`config.mk`:
```
export PLATFORM = sky130hd
export DESIGN_NAME = decodeTop
export DESIGN_NICKNAME = d
export VERILOG_FILES = /design/src/design/decodePkg.sv /design/src/design/decodeBus.sv /design/src/design/instrClassify.sv /design/src/design/aluDecode.sv /design/src/design/memDecode.sv /design/src/design/branchDecode.sv /design/src/design/ctlStage.sv /design/src/design/decodeTop.sv
export SDC_FILE = /design/constraint.sdc
export NUM_CORES = 1
export LEC_CHECK = 0
export ABC_AREA = 1
export BUFFER_PORTS_ARGS = -buffer_cell sky130_fd_sc_hd__buf_2
export CORE_AREA = 3 3 80 82
export DETAILED_ROUTE_END_ITERATION = 10
export DIE_AREA = 0 0 83 85
export MAX_ROUTING_LAYER = met4
export PLACE_DENSITY_LB_ADDON = 0.2
export SYNTH_ARGS = -nofsm -noshare
export SYNTH_HDL_FRONTEND = slang
export SYNTH_SLANG_ARGS = --single-unit
```
`constraint.sdc`:
```
create_clock -name clk -period 1.6 [get_ports clk]
set_clock_uncertainty 0.05 [all_clocks]
set_input_delay 0.24 -clock clk [delete_from_list [all_inputs] [get_ports clk]]
set_output_delay 0.24 -clock clk [all_outputs]
set_load 0.01 [all_outputs]
```
`src/design/decodePkg.sv`:
```
package decodePkg;

	////////////////////////////////////////////////////////////////////////////
	// Instruction format
	////////////////////////////////////////////////////////////////////////////

	localparam int InstrWidth = 18;
	localparam int DataWidth = 16;
	localparam int RegSelWidth = 4;
	localparam int FlagWidth = 3;

	// Flag bit positions
	localparam int FlagLow = 2;
	localparam int FlagNeg = 1;
	localparam int FlagZero = 0;

	// Registers on write port 2
	localparam logic [RegSelWidth-1:0] SpecialRegLo = 4'd12;
	localparam logic [RegSelWidth-1:0] SpecialRegHi = 4'd13;

	localparam logic [RegSelWidth-1:0] WideDestReg = 4'd11;
	localparam logic [RegSelWidth-1:0] AccumReg = 4'd15;

	////////////////////////////////////////////////////////////////////////////
	// Encodings
	////////////////////////////////////////////////////////////////////////////

	typedef enum logic [2:0] {
		ClsNone, ClsReg, ClsMem, ClsImm, ClsAddr, ClsIncDec
	} instrClassT;

	// 0 and 1 carry no ALU operation
	typedef enum logic [3:0] {
		OpNone = 4'd0, OpAdd = 4'd2, OpSub = 4'd3, OpAnd = 4'd4, OpOr = 4'd5,
		OpXor = 4'd6, OpNot = 4'd7, OpLsh = 4'd8, OpRsh = 4'd9, OpArsh = 4'd10,
		OpFmul = 4'd11, OpMul = 4'd12, OpCmp = 4'd13, OpCmpr = 4'd14, OpMovr = 4'd15
	} aluOpT;

	typedef enum logic [3:0] {
		MemMovMR = 4'd0, MemMovRM = 4'd1
	} memOpT;

	// Bit 0 of the move codes is part of the address
	typedef enum logic [4:0] {
		AddrMovMri = 5'b01000, AddrMovRmi = 5'b01010,
		AddrJ = 5'b01100, AddrJE = 5'b01101, AddrJNE = 5'b01110, AddrJL = 5'b01111,
		AddrJLE = 5'b10000, AddrJB = 5'b10001, AddrJBE = 5'b10010
	} addrOpT;

	typedef enum logic [5:0] {
		IncR = 6'b111100, DecR = 6'b111101
	} incDecOpT;

	typedef enum logic {OperandReg, OperandImm} operandSelT;

	typedef enum logic [2:0] {
		ResNone, ResAlu, ResAluWide, ResMove, ResMem, ResIncDec
	} resultSelT;

	typedef enum logic {PcNext, PcJump} pcSelT;

	// All zero is a no-op
	typedef struct packed {
		aluOpT aluOp;
		operandSelT operandSel;
		resultSelT resultSel;
		pcSelT pcSel;
		logic incDecDown;
		logic writeEn1;
		logic writeEn2;
		logic flagWrite;
		logic memRead;
		logic memWrite;
		logic [RegSelWidth-1:0] destSel;
		logic [RegSelWidth-1:0] destSel2;
		logic [RegSelWidth-1:0] srcSel;
		logic [DataWidth-1:0] immediate;
		logic [DataWidth-1:0] addr;
	} ctlWordT;

endpackage

```
`src/design/decodeBus.sv`:
```
`timescale 1ns/1ps

interface decodeBus;
	import decodePkg::*;

	logic valid;
	logic [InstrWidth-1:0] instr;
	logic [FlagWidth-1:0] flags;
	instrClassT cls;

	modport source (
		output valid,
		output instr,
		output flags,
		output cls
	);

	modport sink (
		input valid,
		input instr,
		input flags,
		input cls
	);

endinterface

```
`src/design/instrClassify.sv`:
```
`timescale 1ns/1ps

module instrClassify (
	input logic clk,
	input logic rst,
	input logic inValid,
	input logic [decodePkg::InstrWidth-1:0] instruction,
	input logic [decodePkg::FlagWidth-1:0] flags,
	decodeBus.source bus
);
	import decodePkg::*;

	logic validQ;
	logic [InstrWidth-1:0] instrQ;
	logic [FlagWidth-1:0] flagsQ;

	always_ff @(posedge clk) begin
		if (rst) begin
			validQ <= 1'b0;
		end else begin
			validQ <= inValid;
		end
	end

	// Flags stay with their instruction
	always_ff @(posedge clk) begin
		instrQ <= instruction;
		flagsQ <= flags;
	end

	always_comb begin
		if (instrQ[17:16] == 2'b00) begin
			if (instrQ[15:12] == 4'd0) begin
				bus.cls = ClsReg;
			end else if (instrQ[15:12] == 4'd1) begin
				bus.cls = ClsMem;
			end else begin
				bus.cls = ClsImm;
			end
		end else if (instrQ[17:16] == 2'b01 || instrQ[17:16] == 2'b10) begin
			bus.cls = ClsAddr;
		end else if (instrQ[17:14] == 4'b1111) begin
			bus.cls = ClsIncDec;
		end else begin
			// Stack group lands here
			bus.cls = ClsNone;
		end
	end

	assign bus.valid = validQ;
	assign bus.instr = instrQ;
	assign bus.flags = flagsQ;

endmodule

```
`src/design/aluDecode.sv`:
```
`timescale 1ns/1ps

module aluDecode (
	decodeBus.sink bus,
	output decodePkg::ctlWordT word
);
	import decodePkg::*;

	logic [3:0] opcode;
	logic [RegSelWidth-1:0] dest;
	logic toPort2;

	// Register form keeps its opcode in the low byte
	assign opcode = (bus.cls == ClsReg) ? bus.instr[7:4] : bus.instr[15:12];
	assign dest = bus.instr[11:8];
	assign toPort2 = (dest == SpecialRegLo) || (dest == SpecialRegHi);

	always_comb begin
		word = '0;
		if (bus.cls == ClsReg || bus.cls == ClsImm) begin
			if (opcode >= OpAdd) begin
				word.aluOp = aluOpT'(opcode);
				word.destSel = dest;
				word.destSel2 = dest;
				if (bus.cls == ClsReg) begin
					word.operandSel = OperandReg;
					word.srcSel = bus.instr[3:0];
				end else begin
					word.operandSel = OperandImm;
					word.srcSel = dest;
					word.immediate = {{(DataWidth-8){1'b0}}, bus.instr[7:0]};
				end

				case (aluOpT'(opcode))
					OpCmp, OpCmpr: begin
						// Flags only
						word.flagWrite = 1'b1;
					end
					OpMul: begin
						word.destSel = WideDestReg;
						if (dest == SpecialRegLo) begin
							word.flagWrite = 1'b1;
							word.writeEn1 = 1'b1;
							word.writeEn2 = 1'b1;
							word.resultSel = ResAluWide;
						end
					end
					OpMovr: begin
						word.resultSel = ResMove;
						word.writeEn1 = !toPort2;
						word.writeEn2 = toPort2;
					end
					default: begin
						word.flagWrite = 1'b1;
						word.resultSel = ResAlu;
						word.writeEn1 = !toPort2;
						word.writeEn2 = toPort2;
					end
				endcase
			end
		end else if (bus.cls == ClsIncDec) begin
			if (bus.instr[17:12] == IncR || bus.instr[17:12] == DecR) begin
				word.srcSel = dest;
				word.destSel = dest;
				word.destSel2 = dest;
				word.resultSel = ResIncDec;
				word.incDecDown = (bus.instr[17:12] == DecR);
				word.writeEn1 = !toPort2;
				word.writeEn2 = toPort2;
			end
		end
	end

endmodule

```
`src/design/memDecode.sv`:
```
`timescale 1ns/1ps

module memDecode (
	decodeBus.sink bus,
	output decodePkg::ctlWordT word
);
	import decodePkg::*;

	memOpT memOp;
	logic [RegSelWidth-1:0] dest;
	logic toPort2;

	assign memOp = memOpT'(bus.instr[7:4]);
	assign dest = bus.instr[11:8];
	assign toPort2 = (dest == SpecialRegLo) || (dest == SpecialRegHi);

	always_comb begin
		word = '0;
		if (bus.cls == ClsMem) begin
			if (memOp == MemMovMR) begin
				word.destSel = dest;
				word.destSel2 = dest;
				word.srcSel = bus.instr[3:0];
				word.memRead = 1'b1;
				word.resultSel = ResMem;
				word.writeEn1 = !toPort2;
				word.writeEn2 = toPort2;
			end else if (memOp == MemMovRM) begin
				word.destSel = dest;
				word.destSel2 = dest;
				word.srcSel = bus.instr[3:0];
				word.memWrite = 1'b1;
			end
		end else if (bus.cls == ClsAddr) begin
			// Bit 13 belongs to the address here
			if ({bus.instr[17:14], 1'b0} == AddrMovMri) begin
				word.addr = {{(DataWidth-14){1'b0}}, bus.instr[13:0]};
				word.destSel = AccumReg;
				word.memRead = 1'b1;
				word.writeEn1 = 1'b1;
				word.resultSel = ResMem;
			end else if ({bus.instr[17:14], 1'b0} == AddrMovRmi) begin
				word.addr = {{(DataWidth-14){1'b0}}, bus.instr[13:0]};
				word.srcSel = AccumReg;
				word.memWrite = 1'b1;
			end
		end
	end

endmodule

```
`src/design/branchDecode.sv`:
```
`timescale 1ns/1ps

module branchDecode (
	decodeBus.sink bus,
	output decodePkg::ctlWordT word
);
	import decodePkg::*;

	logic low;
	logic neg;
	logic zero;
	logic isJump;
	logic taken;

	assign low = bus.flags[FlagLow];
	assign neg = bus.flags[FlagNeg];
	assign zero = bus.flags[FlagZero];

	// Condition table
	always_comb begin
		isJump = 1'b1;
		taken = 1'b0;
		case (addrOpT'(bus.instr[17:13]))
			AddrJ: taken = 1'b1;
			AddrJE: taken = zero;
			AddrJNE: taken = !zero;
			AddrJL: taken = neg;
			AddrJLE: taken = neg || zero;
			AddrJB: taken = low;
			AddrJBE: taken = low || zero;
			default: isJump = 1'b0;
		endcase
	end

	always_comb begin
		word = '0;
		if (bus.cls == ClsAddr && isJump) begin
			word.addr = {{(DataWidth-14){1'b0}}, bus.instr[13:0]};
			word.pcSel = taken ? PcJump : PcNext;
		end
	end

endmodule

```
`src/design/ctlStage.sv`:
```
`timescale 1ns/1ps

module ctlStage (
	input logic clk,
	input logic rst,
	input logic valid,
	input decodePkg::ctlWordT aluWord,
	input decodePkg::ctlWordT memWord,
	input decodePkg::ctlWordT branchWord,
	output logic outValid,
	output decodePkg::ctlWordT ctl
);
	import decodePkg::*;

	ctlWordT merged;

	// Each decoder is zero outside its own classes
	assign merged = ctlWordT'(aluWord | memWord | branchWord);

	always_ff @(posedge clk) begin
		if (rst) begin
			outValid <= 1'b0;
			ctl <= '0;
		end else begin
			outValid <= valid;
			if (valid) begin
				ctl <= merged;
			end else begin
				ctl <= '0;
			end
		end
	end

endmodule

```
`src/design/decodeTop.sv`:
```
`timescale 1ns/1ps

module decodeTop (
	input logic clk,
	input logic rst,
	input logic inValid,
	input logic [decodePkg::InstrWidth-1:0] instruction,
	input logic [decodePkg::FlagWidth-1:0] flags,
	output logic outValid,
	output decodePkg::aluOpT aluOp,
	output decodePkg::operandSelT operandSel,
	output decodePkg::resultSelT resultSel,
	output decodePkg::pcSelT pcSel,
	output logic incDecDown,
	output logic writeEn1,
	output logic writeEn2,
	output logic flagWrite,
	output logic memRead,
	output logic memWrite,
	output logic [decodePkg::RegSelWidth-1:0] destSel,
	output logic [decodePkg::RegSelWidth-1:0] destSel2,
	output logic [decodePkg::RegSelWidth-1:0] srcSel,
	output logic [decodePkg::DataWidth-1:0] immediate,
	output logic [decodePkg::DataWidth-1:0] addr
);
	import decodePkg::*;

	ctlWordT aluWord;
	ctlWordT memWord;
	ctlWordT branchWord;
	ctlWordT ctl;

	decodeBus bus ();

	////////////////////////////////////////////////////////////////////////////
	// Stage one, then the field decoders
	////////////////////////////////////////////////////////////////////////////

	instrClassify classify (
		.clk(clk),
		.rst(rst),
		.inValid(inValid),
		.instruction(instruction),
		.flags(flags),
		.bus(bus.source)
	);

	aluDecode aluDec (.bus(bus.sink), .word(aluWord));
	memDecode memDec (.bus(bus.sink), .word(memWord));
	branchDecode branchDec (.bus(bus.sink), .word(branchWord));

	ctlStage outStage (
		.clk(clk),
		.rst(rst),
		.valid(bus.valid),
		.aluWord(aluWord),
		.memWord(memWord),
		.branchWord(branchWord),
		.outValid(outValid),
		.ctl(ctl)
	);

	////////////////////////////////////////////////////////////////////////////
	// Output fields
	////////////////////////////////////////////////////////////////////////////

	assign aluOp = ctl.aluOp;
	assign operandSel = ctl.operandSel;
	assign resultSel = ctl.resultSel;
	assign pcSel = ctl.pcSel;
	assign incDecDown = ctl.incDecDown;
	assign writeEn1 = ctl.writeEn1;
	assign writeEn2 = ctl.writeEn2;
	assign flagWrite = ctl.flagWrite;
	assign memRead = ctl.memRead;
	assign memWrite = ctl.memWrite;
	assign destSel = ctl.destSel;
	assign destSel2 = ctl.destSel2;
	assign srcSel = ctl.srcSel;
	assign immediate = ctl.immediate;
	assign addr = ctl.addr;

endmodule

```
## Word-level counts from Yosys, hierarchy flattened

Cells that the tools add are included.

- Add/subtract/negate cells: 0
- Multipliers: 0
- Divide/modulo/power cells: 0
- Magnitude comparators: 1
- Eq/ne operators: 27
- Shift-type cells: 0
- Muxes and demuxes: 63
- Bitwise logic cells: 3
- Reduce and logical (&&, ||, !) cells: 15

Operators by type and width:

| kind | number |
|---|---|
| 16-bit 2-to-1 mux | 4 |
| 59-bit by 51-bit OR with 59-bit output | 1 |
| 59-bit by 54-bit OR with 59-bit output | 1 |
| 12-bit 2-to-1 mux | 4 |
| 3-bit 2-to-1 mux | 15 |
| 4-bit 2-to-1 mux | 9 |
| 4-bit == test, second input constant | 7 |
| 14-bit 2-to-1 mux | 2 |
| 28-bit 2-to-1 mux | 1 |
| 5-bit by 4-bit == test with 1-bit output, second input constant | 4 |
| 8-bit 2-to-1 mux | 2 |
| 5-bit == test, second input constant | 3 |
| 1-bit 2-to-1 mux | 15 |
| 13-bit 2-to-1 mux | 1 |
| 6-bit == test, second input constant | 2 |
| 6-bit 2-to-1 mux | 2 |
| 3-bit one-hot mux with 3 select lines | 1 |
| 4-bit by 1-bit == test with 1-bit output, second input constant | 2 |
| 4-bit by 3-bit == test with 1-bit output, second input constant | 2 |
| 4-bit logical NOT | 2 |
| 1-bit one-hot mux with 7 select lines | 1 |
| 7-bit OR reduction | 1 |
| 3-bit by 2-bit == test with 1-bit output, second input constant | 2 |
| 3-bit == test, second input constant | 2 |
| 14 further kinds | 23 |

- Register bits after elaboration: 82
- Latch bits: 0
- Memory bits (writable): 0
- Bits in read-only memories: 0
- Logic and storage cells: 128
- Memories kept: 0

## Longest topological paths before layout

- Depth in word-level cells: 13
- Mapped depth: 12

## By module

From an unflattened synthesis, not the netlist that was laid out.

- Cell total of the unflattened synthesis: 652
- Area, all modules: 4,922.2 um2

Modules (own cells, without submodules):

| module | times used | cells each | area each (um2) | seq. area each (um2) |
|---|---|---|---|---|
| ctlStage | 1 | 246 | 2,247.2 | 1,201.2 |
| aluDecode | 1 | 145 | 770.7 | 0.0 |
| memDecode | 1 | 116 | 723.2 | 0.0 |
| branchDecode | 1 | 102 | 628.1 | 0.0 |
| instrClassify | 1 | 43 | 553.0 | 440.4 |

## Least setup slack after synthesis

No wires, ideal clock.

- Path type: register to register
- From: reg classify.instrQ[16] (netlist: classify.bus.instr[16])
- To: reg, netlist name outStage.ctl[36]
- Setup time: 0.120 ns
- Arrival time: 1.599 ns
- Required time: 1.430 ns
- Slack: -0.169 ns
- Stages on the path, launching flop included: 13
- Buffers on the path: 2
- Clock period less this slack: 1.769 ns
- Cells stage by stage: dfxtp_1 > inv_1 > ha_1 > clkbuf_1 > nand3_2 > buf_6 > nand2_1 > nand2_1 > nand3_2 > nand2_4 > inv_1 > nor2_1 > nor2_1

- Cells in the longest elaborated chain, start to end: 11

Ends and longest elaborated chain:

| item | line | RTL |
|---|---|---|
| from (decl) | instrClassify.sv:14 | `logic [InstrWidth-1:0] instrQ;` |
| from (signal assigned) | instrClassify.sv:27 | `instrQ <= instruction;` |
| 4-bit == test, or another cell as far along | instrClassify.sv:42 | `end else if (instrQ[17:14] == 4'b1111) begin` |
| 3-bit 2-to-1 mux / 1-bit logical OR (equally long branches) | instrClassify.sv:42, instrClassify.sv:40 |  |
| 3-bit 2-to-1 mux | instrClassify.sv:40 | `end else if (instrQ[17:16] == 2'b01 \|\| instrQ[17:16] == 2'b10) begin` |
| 3-bit 2-to-1 mux | instrClassify.sv:32 | `if (instrQ[17:16] == 2'b00) begin` |
| 3-bit by 1-bit == test with 1-bit output | aluDecode.sv:14, aluDecode.sv:20 |  |
| 4-bit 2-to-1 mux | aluDecode.sv:14 | `assign opcode = (bus.cls == ClsReg) ? bus.instr[7:4] : bus.instr[15:12];` |
| 4-bit by 2-bit >= comparator with 1-bit output | aluDecode.sv:21 | `if (opcode >= OpAdd) begin` |
| 28-bit 2-to-1 mux | aluDecode.sv:21 |  |
| 12-bit 2-to-1 mux | aluDecode.sv:20 | `if (bus.cls == ClsReg \|\| bus.cls == ClsImm) begin` |
| 59-bit by 54-bit OR with 59-bit output * | ctlStage.sv:18 | `assign merged = ctlWordT'(aluWord \| memWord \| branchWord);` |
| 59-bit by 51-bit OR with 59-bit output * | ctlStage.sv:18 |  |

Mark *: on every way between the ends. The rest lies on a longest branch, timed or not.
A chain may end at the register's enable or synchronous reset.

## Worst setup path after layout

- From: reg classify.instrQ[16] (netlist: classify.bus.instr[16])
- To: reg, netlist name outStage.ctl[35]

- Cells in the longest elaborated chain, start to end: 11

Ends and longest elaborated chain:

| item | line |
|---|---|
| 4-bit == test, or another cell as far along | instrClassify.sv:42 |
| 3-bit 2-to-1 mux / 1-bit logical OR (equally long branches) | instrClassify.sv:42, instrClassify.sv:40 |
| 3-bit 2-to-1 mux | instrClassify.sv:40 |
| 3-bit 2-to-1 mux | instrClassify.sv:32 |
| 3-bit by 1-bit == test with 1-bit output | aluDecode.sv:14, aluDecode.sv:20, aluDecode.sv:25 |
| 4-bit 2-to-1 mux | aluDecode.sv:14 |
| 4-bit by 2-bit >= comparator with 1-bit output | aluDecode.sv:21 |
| 28-bit 2-to-1 mux | aluDecode.sv:21 |
| 12-bit 2-to-1 mux | aluDecode.sv:20 |
| 59-bit by 54-bit OR with 59-bit output * | ctlStage.sv:18 |
| 59-bit by 51-bit OR with 59-bit output * | ctlStage.sv:18 |

Marks and branches as above.

==> summary.md <==
| Metric | Value |
|---|---|
| Status | finished, violations left |
| Failing checks | negative setup slack |
| Async set or reset register ratio after synthesis | 0 |
| Worst-margin pin slew | between 0.7 and 0.8 ns |
| Final worst path period need | approximately 1.6 ns |
| Hold Violations, Final | 0 |
| Pwr per Cell Area | 967.1 mW/mm2 |
| Worst setup EP type | register |
| Fmax | around 0.6 GHz |
| Final period util | 1.021 |
| Slowest CP cell | dfxtp_2 |
| Hold path depth | 2 |
| Largest stage delay, worst path | ~0.33 ns |
| I/O Pins | 84 |
| Setup violators final | 7 |
| Cells after Synth | 278 |
| Ys flop type | dfxtp_1 |
| Yosys reg bits | just over 70 |
| Design area | around 0.0037 mm2 |
| Mapped Area | approximately 0.0025 mm2 |
| Dpl cell area | slightly above 0.003 mm2 |
| Post-detail-place hpwl | between 4 and 5 mm |
| Critical Path RT | roughly 1.8 ns |
| H-tree depth | 3 |
| Largest net degree at the start of global routing | 20 |
| # Max-Cap Violations | 0 |
| Port buffer count | 73 |
| TritonRoute pass-1 iters | 4 |
| FP Rows | 28 |
| Reg2Reg Setup Slack | -0.03 ns |
| Hold Path Class | in2reg |
| ANT nets after route | 0 |
| Setup TNS | -0.1010 ns |
| Global-route met2 utilization | 0.3090 |
| Area Growth Syn to Fin | 47.13% |
| Clock root buffer | clkbuf_8 |
| Worst skew pair latency | between 0.3 and 0.4 ns |
| Buffer depth of the longest clock path | 2 |
| Peak VDD IR | 499.1 uV |
| Total GRT Usage | 0.1868 |
| Cts bufs inserted | 9 |
| Worst EP arrival | 1.86 ns |
| Final core occ | 0.6287 |
| Final Non-Filler Cells | between 400 and 500 |
| Worst R2R End | outStage.ctl[35] |
| Antenna violations before repair | 0 |
| TritonCTS clock tree | done |
| Core box area | between 0.005 and 0.006 mm2 |
| CP cell instances | inv_2 > ha_4 > nand3_4 > nand2_1 > nand2_2 > nand3_2 > nand2_4 > nor2_8 > clkinv_4 > o21ai_2 |
| Clock Sinks | 72 |
| Global-route wire length before repair | roughly 10 mm |
| Die height | approximately 85 um |
| Global route overflow | 0 |
| Worst Slack Setup Final | -0.03345 ns |
| Worst rel slew slack | 0.4809 |
| Placer's final routability congestion estimate | 0.9422 |
| Via-to-Cell Ratio | about 4.6 |
| Sequential share of the synthesized area | 0.5801 |
| Routed len/inst | 12.62 um |
| WHS Endpoint | classify.bus.valid |
| Final nets | 436 |
| Vias in the first global route | 2,271 |
| Max Slew Vio Count | 0 |
| Ys Warns | 0 |
| Ant. Diodes | 0 |
| Initial core utilization | 0.4273 |
| Clock Pin Slew Worst Setup and Hold Paths | about 0.070 ns |
| DRT iter0 DRCs | roughly 120 |
| Layout cell share with drive strength beyond 1 | 0.3961 |
| Worst-path maximum fanout | 7 |
| Netlist cell types | 30 |
| Crit Path Class | reg2reg |
| Syn_area_per_cell | 8.938 um2 |
| CP Launch Type | register |
| RSZ-0062 raised after global routing | true |
| Drc violations | 0 |
| Post-synth EDFFs | 0 |
| Placed insts | 442 |
| GR Layer Usage met1 | 0.2022 |
| # fillers | around 490 |
| Die width | approximately 83 um |
| DIE AREA | ~0.0071 mm2 |
| Pre-CTS WS | -0.1045 ns |
| Vias | ~2,300 |
| Reg2Reg Launch Point | classify.bus.instr[16] |
| HP Start | rst |
| Worst Reg2Reg Path Length in Cells | 10 |
| Final wirelength | a little over 6 mm |
| Most Crowded Layer GR | met2 |
| M3 GR Usage | 0.06408 |
| Static Leakage | between 1.5 and 2 nW |
-- logic make-up after synthesis --
group | after synthesis | share of synthesized area
adder cells (fa/ha/maj) | 3 | 0.01511
AND/OR/NAND/NOR | 107 | 0.2029
buffers and inverters | 56 | 0.1042
other | 1 | 0.001509
flip-flops | 72 | 0.5801
AO/OA/AOI/OAI | 39 | 0.09618
-- state kept, by name, indices dropped and copies added, names as in the netlist --
signal	flops
classify.bus.valid	1
outStage.ctl	49
classify.bus.instr	18
classify.bus.flags	3
outStage.outValid	1
-- worst max-delay path by stage --
stage / from / endpoint / cells after the start
after floorplan: classify.bus.instr[16] / outStage.ctl[16] / 12
after global placement: classify.bus.instr[16] / outStage.ctl[42] / 11
after detailed placement: classify.bus.instr[16] / outStage.ctl[48] / 11
after CTS: classify.bus.instr[16] / outStage.ctl[42] / 9
after global routing: classify.bus.instr[16] / outStage.ctl[46] / 10
final: classify.bus.instr[16] / outStage.ctl[35] / 10
-- where the power goes --
| part | switching, W | internal [W] |
|---|---|---|
| sequential | 0.0000259 | 0.00184 |
| combinational | 0.000182 | 0.000168 |
| clock | 0.000610 | 0.000713 |
-- cells in the final DEF (no fill, tap or decap), types with 4 or more instances in the layout --
cell type | netlist | layout
clkbuf_8 | 0 | 9
buf_4 | 10 | 28
nand3_1 | 8 | 8
nand4_1 | 8 | 8
dfxtp_1 | 72 | 68
nand2_1 | 34 | 25
o21ai_0 | 17 | 13
nor2_1 | 36 | 30
o21ai_2 | 3 | 4
dfxtp_2 | 0 | 4
inv_1 | 40 | 33
inv_2 | 0 | 6
nand2_2 | 0 | 9
nor3_1 | 13 | 12
conb_1 | 1 | 10
a21oi_1 | 9 | 7
buf_2 | 1 | 73
dlygate4sd3_1 | 0 | 21
a21oi_2 | 2 | 4
nor2_4 | 1 | 6
-- critical path, delay by kind of cell (launching register included) --
family                   cells  cell delay, ns
AO/OA/AOI/OAI                1            0.13
buffers and inverters        2            0.19
flip-flops                   1            0.33
AND/OR/NAND/NOR              6            0.68
adder cells (fa/ha/maj)      1            0.18
-- synth_stat cells, types with 3 or more instances --
library cell,n,area share
buf_4,10,0.030
dfxtp_1,72,0.58
o21ai_0,17,0.034
ha_1,3,0.015
nand3_1,8,0.016
nor2_1,36,0.054
clkbuf_1,3,0.0045
a21oi_1,9,0.018
nand2_1,34,0.051
nor3_1,13,0.026
inv_1,40,0.060
o21ai_2,3,0.011
nand4_1,8,0.020
-- through the flow --
stage | hold slack (ns) | power (W)
final | 0.009180 | 0.003536
after global routing | 0.002746 | 0.003677
after CTS | 0.0003881 | 0.003526
after detailed placement | 0.2936 | 0.002157
after global placement | 0.2927 | 0.002154
after floorplan | 0.2177 | 0.002059
-- area by class of cell --
| cell class | count | area (um2) | share of cell area |
|---|---|---|---|
| Inverter | 41 | 163.9 | 0.04483 |
| Clock inverter | 4 | 45.04 | 0.01232 |
| Sequential cell | 72 | 1446 | 0.3956 |
| Tap cell | 75 | 93.84 | 0.02567 |
| Timing Repair Buffer | 125 | 842.1 | 0.2303 |
| Timing Repair inverter | 1 | 3.754 | 0.001027 |
| Clock buffer | 12 | 135.1 | 0.03696 |
| Multi-Input combinational cell | 159 | 925.9 | 0.2533 |
-- repair_timing --
action,in CTS,in global routing
endpoints found under the setup margin,40,39
hold buffers,21,0
endpoints found under the hold margin,21,0
gates resized for setup,9,27
buffers inserted,4,4
pin swaps,5,11
cloned,1,1
-- layer usage --
layer,share of wire,up-vias
li1,-,1132
met1,0.41,1017
met2,0.49,95
met3,0.070,19
met4,0.031,0
met5,0,-
(Power assumes the default switching activity.)
